--- config.mk ---
export PLATFORM = sky130hd
export DESIGN_NAME = mac_table_ctrl
export DESIGN_NICKNAME = d
export VERILOG_FILES = /design/src/source/mac_table_pkg.sv /design/src/source/mac_table_ctrl.sv
export SDC_FILE = /design/constraint.sdc
export NUM_CORES = 1
export LEC_CHECK = 0
export BUFFER_PORTS_ARGS = -buffer_cell sky130_fd_sc_hd__buf_2
export CELL_PAD_IN_SITES_DETAIL_PLACEMENT = 0
export CELL_PAD_IN_SITES_GLOBAL_PLACEMENT = 2
export CORE_MARGIN = 5
export CORE_UTILIZATION = 33
export DETAILED_ROUTE_END_ITERATION = 6
export GPL_TIMING_DRIVEN = 0
export PLACE_DENSITY_LB_ADDON = 0.12
export SYNTH_ARGS = -nofsm -noshare
export SYNTH_HDL_FRONTEND = slang
export SYNTH_SLANG_ARGS = --single-unit
--- constraint.sdc ---
create_clock -name clk -period 17.3 [get_ports clk]
set_input_delay 0.865 -clock clk [delete_from_list [all_inputs] [get_ports clk]]
set_output_delay 0.865 -clock clk [all_outputs]
set_load 0.02 [all_outputs]
--- src/source/mac_table_pkg.sv ---
package mac_table_pkg;

  // ==========================================================================
  // widths and table size
  // ==========================================================================

  localparam int MAC_W       = 48;
  localparam int PORTMAP_W   = 16;
  localparam int INDEX_W     = 10;
  localparam int TABLE_DEPTH = 1024;

  // size of one stored entry, portmap plus mac
  localparam int ENTRY_W     = 64;

  typedef logic [MAC_W-1:0]     mac_t;
  typedef logic [PORTMAP_W-1:0] portmap_t;
  typedef logic [INDEX_W-1:0]   index_t;

  // ==========================================================================
  // stored data
  // ==========================================================================

  // portmap sits in the upper 16 bits, mac below it
  typedef struct packed {
    portmap_t portmap;
    mac_t     mac;
  } mac_entry_t;

  // tag word, only the valid flag is left
  typedef struct packed {
    logic valid;
  } tag_t;

  // ==========================================================================
  // request and way traffic
  // ==========================================================================

  typedef struct packed {
    logic     source;     // 1 = learn, 0 = lookup
    mac_t     mac;
    portmap_t portmap;
    index_t   index;      // bucket, hashed by the caller
  } table_req_t;

  // answer of one way for the current bucket
  typedef struct packed {
    logic     valid;
    logic     hit;
    portmap_t portmap;
  } way_result_t;

  // write into one way, used by write-back and flush
  typedef struct packed {
    index_t     index;
    tag_t       tag;
    mac_entry_t entry;
  } way_write_t;

endpackage

--- src/source/mac_table_ctrl.sv ---
`timescale 1ns/1ps

module mac_table_ctrl (
  input  logic                       clk,
  input  logic                       rstn,
  input  mac_table_pkg::table_req_t  req,
  input  logic                       req_valid,
  input  mac_table_pkg::way_result_t way0_res,
  input  mac_table_pkg::way_result_t way1_res,
  output logic                       lookup,
  output mac_table_pkg::index_t      lookup_index,
  output mac_table_pkg::mac_t        lookup_mac,
  output logic                       way0_wr,
  output logic                       way1_wr,
  output mac_table_pkg::way_write_t  way_wr_data,
  output logic                       ready,
  output logic                       ack,
  output logic                       nak,
  output mac_table_pkg::portmap_t    result
);
  import mac_table_pkg::*;

  typedef enum logic [2:0] {
    ST_FLUSH,
    ST_IDLE,
    ST_READ,
    ST_COMPARE,
    ST_RESPOND
  } state_t;

  state_t     state;
  table_req_t req_q;
  index_t     flush_idx;

  // way choice for the respond state
  logic       found;
  portmap_t   found_portmap;
  logic       pick_way0;
  logic       pick_way1;

  // ==========================================================================
  // lookup side
  // ==========================================================================

  // read starts on the accepting edge
  assign lookup       = ready & req_valid;
  assign lookup_index = req.index;
  assign lookup_mac   = req_q.mac;

  // way 0 wins a double hit for lookup and refresh alike
  always_comb begin
    found         = way0_res.hit | way1_res.hit;
    found_portmap = way0_res.hit ? way0_res.portmap : way1_res.portmap;
    // hit way first and then the first free way
    pick_way0     = way0_res.hit | (!way1_res.hit & !way0_res.valid);
    pick_way1     = !pick_way0 & (way1_res.hit | !way1_res.valid);
  end

  // ==========================================================================
  // sequencer
  // ==========================================================================

  always_ff @(posedge clk or negedge rstn) begin
    if (!rstn) begin
      state     <= ST_FLUSH;
      flush_idx <= '0;
      ready     <= 1'b0;
      ack       <= 1'b0;
      nak       <= 1'b0;
      result    <= '0;
      way0_wr   <= 1'b0;
      way1_wr   <= 1'b0;
    end else begin
      ack     <= 1'b0;
      nak     <= 1'b0;
      way0_wr <= 1'b0;
      way1_wr <= 1'b0;
      case (state)
        // clear one bucket of both ways per cycle
        ST_FLUSH: begin
          way0_wr   <= 1'b1;
          way1_wr   <= 1'b1;
          flush_idx <= flush_idx + 1'b1;
          if (flush_idx == index_t'(TABLE_DEPTH - 1)) begin
            state <= ST_IDLE;
          end
        end
        // ready returns the cycle after the response
        ST_IDLE: begin
          if (lookup) begin
            ready <= 1'b0;
            state <= ST_READ;
          end else begin
            ready <= 1'b1;
          end
        end
        ST_READ: begin
          state <= ST_COMPARE;
        end
        ST_COMPARE: begin
          state <= ST_RESPOND;
        end
        ST_RESPOND: begin
          state <= ST_IDLE;
          if (req_q.source) begin
            // a learn naks only when the bucket is full
            ack     <= pick_way0 | pick_way1;
            nak     <= !(pick_way0 | pick_way1);
            way0_wr <= pick_way0;
            way1_wr <= pick_way1;
            result  <= req_q.portmap;
          end else begin
            // miss floods to every port but the ingress map
            ack    <= found;
            nak    <= !found;
            result <= found ? found_portmap : ~req_q.portmap;
          end
        end
        default: begin
          state <= ST_IDLE;
        end
      endcase
    end
  end

  // request copy and write payload
  always_ff @(posedge clk) begin
    if (state == ST_IDLE && lookup) begin
      req_q <= req;
    end
    if (state == ST_FLUSH) begin
      way_wr_data <= '{index: flush_idx, tag: '{valid: 1'b0}, entry: '0};
    end else if (state == ST_RESPOND) begin
      way_wr_data <= '{index: req_q.index,
                       tag:   '{valid: 1'b1},
                       entry: '{portmap: req_q.portmap, mac: req_q.mac}};
    end
  end

  // ==========================================================================
  // checks
  // ==========================================================================

  assert property (@(posedge clk) disable iff (!rstn) !(ack && nak))
    else $error("ack and nak together");

  // only the flush writes both ways at once
  assert property (@(posedge clk) disable iff (!rstn)
    (way0_wr && way1_wr) |-> !way_wr_data.tag.valid)
    else $error("valid entry written into both ways");

  // the ways read on every accepted request, so only idle may accept one
  assert property (@(posedge clk) disable iff (!rstn)
    ready |-> (state == ST_IDLE))
    else $error("ready high outside the idle state");

endmodule

Word level (Yosys, flattened, before mapping)
Index checks and enable logic that the tools add are counted.

operators by class
  equality and inequality tests = 7
  add/sub/neg operators = 1
  mux-type cells = 17
  bitwise logic cells = 8
  reduce and logical (&&, ||, !) cells = 10

operators by type and width
  operator               count
  $mux 75                2
  $mux 16                3
  $not 16->16            1
  $pmux 3 s4             1
  $add 10x1->10 const B  1
  $eq 10x10->1 const B   1
  $mux 1                 7
  $eq 3x2->1 const B     2
  $logic_not 1->1        6
  $mux 3                 2
  $ne 2x2->1 const B     2
  $or 1x1->1             4
  $pmux 1 s2             2
  $and 1x1->1            3
  $eq 3x1->1 const B     1
  $eq 3x3->1 const B     1
  $logic_not 3->1        1
  $reduce_and 2->1       1
  $reduce_bool 2->1      1
  $logic_and 1x1->1      1

storage, ports and cells
  input bits = 114
  register bits after elaboration = 184

Depth between registers and ports, before layout
Gate-level depths: netlist (run 1).

  depth after elaboration = 9
  gate-level depth with buffers = 7
  gate-level depth less buffers = 4

Worst setup path before layout (run 1)
No wires, ideal clock.

  path kind = input -> register
  from = in req_valid
  to = reg ready
  required time = 17.180 ns
  arrival = 7.200 ns
  path slack = 9.980 ns
  stages = 3
  path through = and2_1 -> nor3b_1 -> o21ba_2

on the way
  longest elaborated chain between the ends = 2

RTL lines
  what                  RTL line              RTL
  start, declared       mac_table_ctrl.sv:7   input logic req_valid,
  $and 1x1->1           mac_table_ctrl.sv:46  assign lookup = ready & req_valid;
  $mux 1                mac_table_ctrl.sv:90  if (lookup) begin
  end signal, assigned  mac_table_ctrl.sv:67  ready <= 1'b0;
  end signal, assigned  mac_table_ctrl.sv:91  ready <= 1'b0;
  end signal, assigned  mac_table_ctrl.sv:94  ready <= 1'b1;
  end, declared         mac_table_ctrl.sv:16  output logic ready,

No other way between the ends.
A chain may end at the register's enable or synchronous reset.

Worst setup path in the final report (run 1)
  from = reg state[2]
  to = reg req_q[23] in the netlist's numbering (enable)

on the way
  longest elaborated chain between the ends = 2

RTL lines
  what                    RTL line               RTL
  start, declared         mac_table_ctrl.sv:31   state_t state;
  start signal, assigned  mac_table_ctrl.sv:65   state <= ST_FLUSH;
  start signal, assigned  mac_table_ctrl.sv:85   state <= ST_IDLE;
  start signal, assigned  mac_table_ctrl.sv:92   state <= ST_READ;
  $eq 3x1->1              mac_table_ctrl.sv:128  if (state == ST_IDLE && lookup) begin
  $logic_and 1x1->1       mac_table_ctrl.sv:128
  end signal, assigned    mac_table_ctrl.sv:129  req_q <= req;
  end, declared           mac_table_ctrl.sv:32   table_req_t req_q;

No other way between the ends.

==> results of run 1 <==
worst max-delay path by stage:
stage / startpoint / to / slack [ns]
4_1_cts: state[2] / req_q[23] / 14.95
2_1_floorplan: req_valid / ready / 9.98
3_3_place_gp: req_valid / ready / 6.31
3_5_place_dp: req_valid / lookup_mac[11] / 14.55
6_report: state[2] / req_q[23] / 14.97
5_1_grt: state[2] / req_q[23] / 14.80
worst max-delay path, stage by stage, from the launching register on:
cell and delay (ns):
dfrtp_1 0.37, buf_2 0.19, nand2b_1 0.21, nor3b_2 0.69, buf_6 0.26, buf_8 0.16, buf_6 0.16
kinds of logic (layout without fill, tap and decap cells):
family	count (synthesis)	after routing	synth area share, %
flops	184	184	67.0
compound gates	121	121	13.3
simple gates	107	107	7.99
buf+inv	94	402	8.40
mux	14	14	2.03
xor+xnor	9	9	1.12
fa+ha+maj	1	1	0.178
other cells	0	2	0
layout by cell type (no fill, tap or decap), types with 4 or more instances in the layout:
cell type / count
buf_2: 277
edfxtp_1: 85
dfxtp_1: 65
a22o_1: 64
buf_4: 59
nor2_1: 47
dfrtp_1: 34
a21oi_1: 30
clkbuf_1: 19
and2_1: 17
clkbuf_16: 17
nand2b_1: 15
o311ai_0: 14
mux2i_1: 12
buf_6: 7
nand2_1: 7
buf_1: 5
a211oi_1: 5
xor2_1: 5
xnor2_1: 4
nand3_1: 4
metrics by stage:
| step | worst slack, ns | cell area, um^2 | util (%) | cells | hold slack, ns |
|---|---|---|---|---|---|
| after floorplan | 9.98 | 7020 | - | 530 | 0.462 |
| after global placement | 6.31 | 8700 | 41.5 | 1073 | 0.451 |
| after detailed placement | 14.55 | 8800 | 42.0 | 1081 | 0.446 |
| after CTS | 14.95 | 9360 | 44.7 | 1113 | 0.458 |
| after global routing | 14.80 | 9370 | 44.7 | 1114 | 0.475 |
| final | 14.97 | 9370 | 44.7 | 1115 | 0.450 |
per-layer routing:
metal	vias to the layer above	GRT usage, %
met1	2464	19.7
li1	2467	-
met5	-	0
met3	18	6.82
met4	2	5.29
met2	174	26.7
cell type report:
cell class,instances,area [um^2]
inverters,3,11.3
diodes,2,5.00
fillers,2067,11600
flip-flops and latches,184,4700
clock inverters,14,135
multi-input cells,252,1730
well taps,275,344
plain buffers,91,578
clock buffers,18,429
repair buffers,276,1430
power by group:
group          leakage (nW)  internal (W)  total (W)  switching [W]
clock                 0.273      0.000191   0.000374       0.000183
sequential             1.73      0.000601   0.000669      0.0000679
combinational          2.20      0.000203   0.000548       0.000345
sequential cells by signal (all words and copies together), names as in the netlist:
register	count
ready	1
state	3
way0_wr	1
lookup_mac	48
ack	1
nak	1
result	16
req_q	27
way_wr_data	75
way1_wr	1
flush_idx	10
==> flow_summary.ini, run 1 <==
[worst_setup_path]
timing.rr.start = state[2]
critical_path_class = reg2reg
end_kind = flop
cp.required_ns = 17.43
arrival_ns = 2.46
reg2reg_depth = 6
setup.worst_path.start_class = flop
r2r-end = req_q[23]
cp_max_fo = 10
r2r_slack_ns = 14.97

[clock_network]
cts_max_level = 4
post_cts_buffers = 0
cts_tree = yes
clk_latency_ns = 0.43
cts_buffer_depth = 2
ctsRootBufferMaster = clkbuf_16
holdBufCountCts = 0
cts-resized-gates = 0
numCtsBuffers = 17
cts_num_sinks = 184
clk_pin_slew_ns = 0.07

[synthesis]
synthTopCellsByCount = edfxtp_1 (85), dfxtp_1 (65), a22o_1 (64)
synth_most_common_cell = edfxtp_1
synth_area_um2 = 7020
yosys-top-cells-area = edfxtp_1 (36%), dfxtp_1 (19%), dfrtp_1 (12%)
syn_area_per_cell_um2 = 13.2
synth_largest_area_cell = edfxtp_1
yosys_warnings = 0
postSynth.asyncResetShare_pct = 18.5
synth.ff_latch_count = 184
synth.distinct_cells = 38
synth.net_count = 645
synthFlopType = edfxtp_1
seq_area_frac_synth_pct = 67.0
synthCells = 530
synth_top_cell_area_share_pct = 36.4
synth_edf_count = 85

[job]
cap_violations = 0

[global_route]
grt_max_degree = 35
overflow = 0
grt_pass1_wl_um = 30700
grt_pass1_vias = 5472
grt_usage_pct = 16.3
antenna_found_initial = 2

[sta]
setup_viol = 0
fmax_ghz = 0.430
tns_ns = 0
period_minus_slack_ns = 2.33
fin_skew_ns = 0.0148
finalHoldViolations = 0
rsz0062_at_grt = false
slew-limit-headroom_pct = 44.5
post-route-period-util_pct = 13.5
tightestPinTransition_ns = 0.833
final_max_slew_viol_count = 0

[floorplan]
start_util_pct = 33.5
top_level_ports = 269
die_w_um = 156
rows = 53
die_h_um = 156
fp.coreArea_um2 = 21000
die_area_um2 = 24300

[min_path]
min_path_type = reg2reg
min-delay-start = way_wr_data[64]
hold_end = way_wr_data[64]
min_delay_path_depth = 2

[routing]
post-route-drc-count = 0
vias = 5125
met2_length_um = 9570
first_iter_violations = 280
viasPerCell = 4.60
drt-met1-wl_um = 8300
wl_met3_um = 1880
top_layer_used = met5
postRouteAntennaNets = 0
dr.pass1.iters = 4
wire_per_inst_um = 18.0
routed_wl_um = 20100

[power]
ir_drop_mv = 0.0767
power_w = 0.00159
powerDensity_nw_per_um2 = 170
leakagePower_nw = 4.20

[final_layout]
drive_gt1_share_pct = 46.2
area_growth_pct = 33.5
finalNetCount = 940

[place]
dp_hpwl_um = 15100
gp_congestion = 0.824
port_buffers = 268

[outcome]
status = finished, final reports clean
Note: power is estimated with default switching activity, not from simulation.
==> inputs of run 2 (changes only) <==
--- a/config.mk
+++ b/config.mk
@@ -9,7 +9,7 @@
 export CELL_PAD_IN_SITES_DETAIL_PLACEMENT = 0
 export CELL_PAD_IN_SITES_GLOBAL_PLACEMENT = 2
 export CORE_MARGIN = 5
-export CORE_UTILIZATION = 33
+export CORE_UTILIZATION = 31
 export DETAILED_ROUTE_END_ITERATION = 6
 export GPL_TIMING_DRIVEN = 0
 export PLACE_DENSITY_LB_ADDON = 0.12
==> constraint.sdc (replaced) <==
create_clock -name clk -period 2.28 [get_ports clk]
set_input_delay 0.114 -clock clk [delete_from_list [all_inputs] [get_ports clk]]
set_output_delay 0.114 -clock clk [all_outputs]
set_load 0.02 [all_outputs]
==> flow_summary.ini, run 2 (same netlist as run 1, synthesis figures left out) <==
[worst_setup_path]
cp_max_fo = 20
cp.required_ns = 2.40
setup.worst_path.start_class = flop
arrival_ns = 2.17
critical_path_class = reg2reg
end_kind = flop

[global_route]
grt_usage_pct = 16.3
grt_pass1_wl_um = 33100
overflow = 0
grt_max_degree = 35
grt_pass1_vias = 6058
antenna_found_initial = 1

[floorplan]
rows = 55
die_area_um2 = 25800
start_util_pct = 31.3
die_h_um = 160
die_w_um = 160
fp.coreArea_um2 = 22400
top_level_ports = 269

[power]
power_w = 0.0122
powerDensity_nw_per_um2 = 1210
ir_drop_mv = 0.585
leakagePower_nw = 4.50

[clock_network]
clk_pin_slew_ns = 0.07
cts_buffer_depth = 2
clk_latency_ns = 0.43
numCtsBuffers = 17
cts_tree = yes
ctsRootBufferMaster = clkbuf_16
cts_num_sinks = 184
cts_max_level = 4
post_cts_buffers = 0

[final_layout]
instances_no_fill = 1195
layout_common_cells = buf_2 (276), edfxtp_1 (85), dlygate4sd3_1 (76)
drive_gt1_share_pct = 42.7
nFillCells = 2128
area_growth_pct = 44.6
finalNetCount = 1012
final_common_cell = buf_2
top_register = way_wr_data
largest_reg_flops = 75

[job]
cap_violations = 0

[sta]
tightestPinTransition_ns = 0.867
final_max_slew_viol_count = 0
fin_skew_ns = 0.0119
period_minus_slack_ns = 2.04
setup_viol = 0
fmax_ghz = 0.489
tns_ns = 0
slew-limit-headroom_pct = 42.2
post-route-period-util_pct = 89.7
finalHoldViolations = 0
rsz0062_at_grt = false

[min_path]
min_path_type = in2reg

[place]
dpl.cell_count = 1087
dp_hpwl_um = 15300
gp_congestion = 0.791
port_buffers = 268

[outcome]
status = finished, final reports clean

[routing]
routed_wl_um = 20900
viasPerCell = 4.53
first_iter_violations = 224
wire_per_inst_um = 17.5
vias = 5417
dr.pass1.iters = 4
post-route-drc-count = 0
postRouteAntennaNets = 0
-- run 2: final cells by class --
class                      instances  area, um^2  area share, %
antenna                            1        2.50         0.0247
buffer                            91         586           5.77
clock buffer                      17         425           4.19
clock inverter                    14         136           1.34
inverter                           3        15.0          0.148
multi-input combinational        252        1750           17.2
sequential                       184        4710           46.4
tap                              285         357           3.51
timing repair buffer             348        2170           21.4
-- run 2: report_power, final --
part | total (W) | switching [W] | internal (W)
Clock | 0.00284 | 0.00140 | 0.00144
Combinational | 0.00433 | 0.00268 | 0.00165
Sequential | 0.00508 | 0.000520 | 0.00456
-- run 2: through the flow --
step                      utilization (%)  area, um^2  hold WS, ns  worst slack (ns)
after global placement               39.0        8750        0.273             -1.91
after global routing                 45.2       10100       0.0227            0.0406
after CTS                            45.2       10100      0.00770            0.0458
after detailed placement             39.3        8820        0.281            0.0373
final                                45.2       10100       0.0303             0.236
after floorplan                         -        7050       -0.182            -0.742
-- run 2: critical path, stage by stage, from the launching register on --
cell and delay [ns]:
dfrtp_1 0.39, buf_6 0.15, nand2b_4 0.16, nor3b_4 0.56
buf_8 0.27, buf_8 0.21
-- run 2: worst paths after layout --
kind / from / to / slack, ns / depth (start not counted)
min in group asynchronous: rstn / result[9] / 0.33 / 2
worst max-delay path: state[2] / lookup_mac[14] / 0.24 / 5
worst min-delay path: way0_res[15] / result[15] / 0.03 / 3
worst min register to register: way_wr_data[64] / way_wr_data[64] / 0.46 / 2
worst max register to register: state[2] / lookup_mac[14] / 0.24 / 5
max in group asynchronous: rstn / ready / 1.34 / 2
-- run 2: timing repair --
item,CTS,global route
gates resized for setup,0,2
endpoints found under the setup margin,0,11
hold buffers,76,0
endpoints found under the hold margin,109,0
-- run 2: metal layers --
| metal | wire, um | global-route usage (%) | share of wire (%) | vias up |
|---|---|---|---|---|
| met5 | 0 | 0 | 0 | - |
| met4 | 403 | 4.93 | 1.9 | 0 |
| met3 | 1540 | 5.98 | 7.4 | 29 |
| met2 | 10500 | 28.3 | 50 | 176 |
| met1 | 8520 | 18.9 | 41 | 2607 |
| li1 | - | - | - | 2605 |
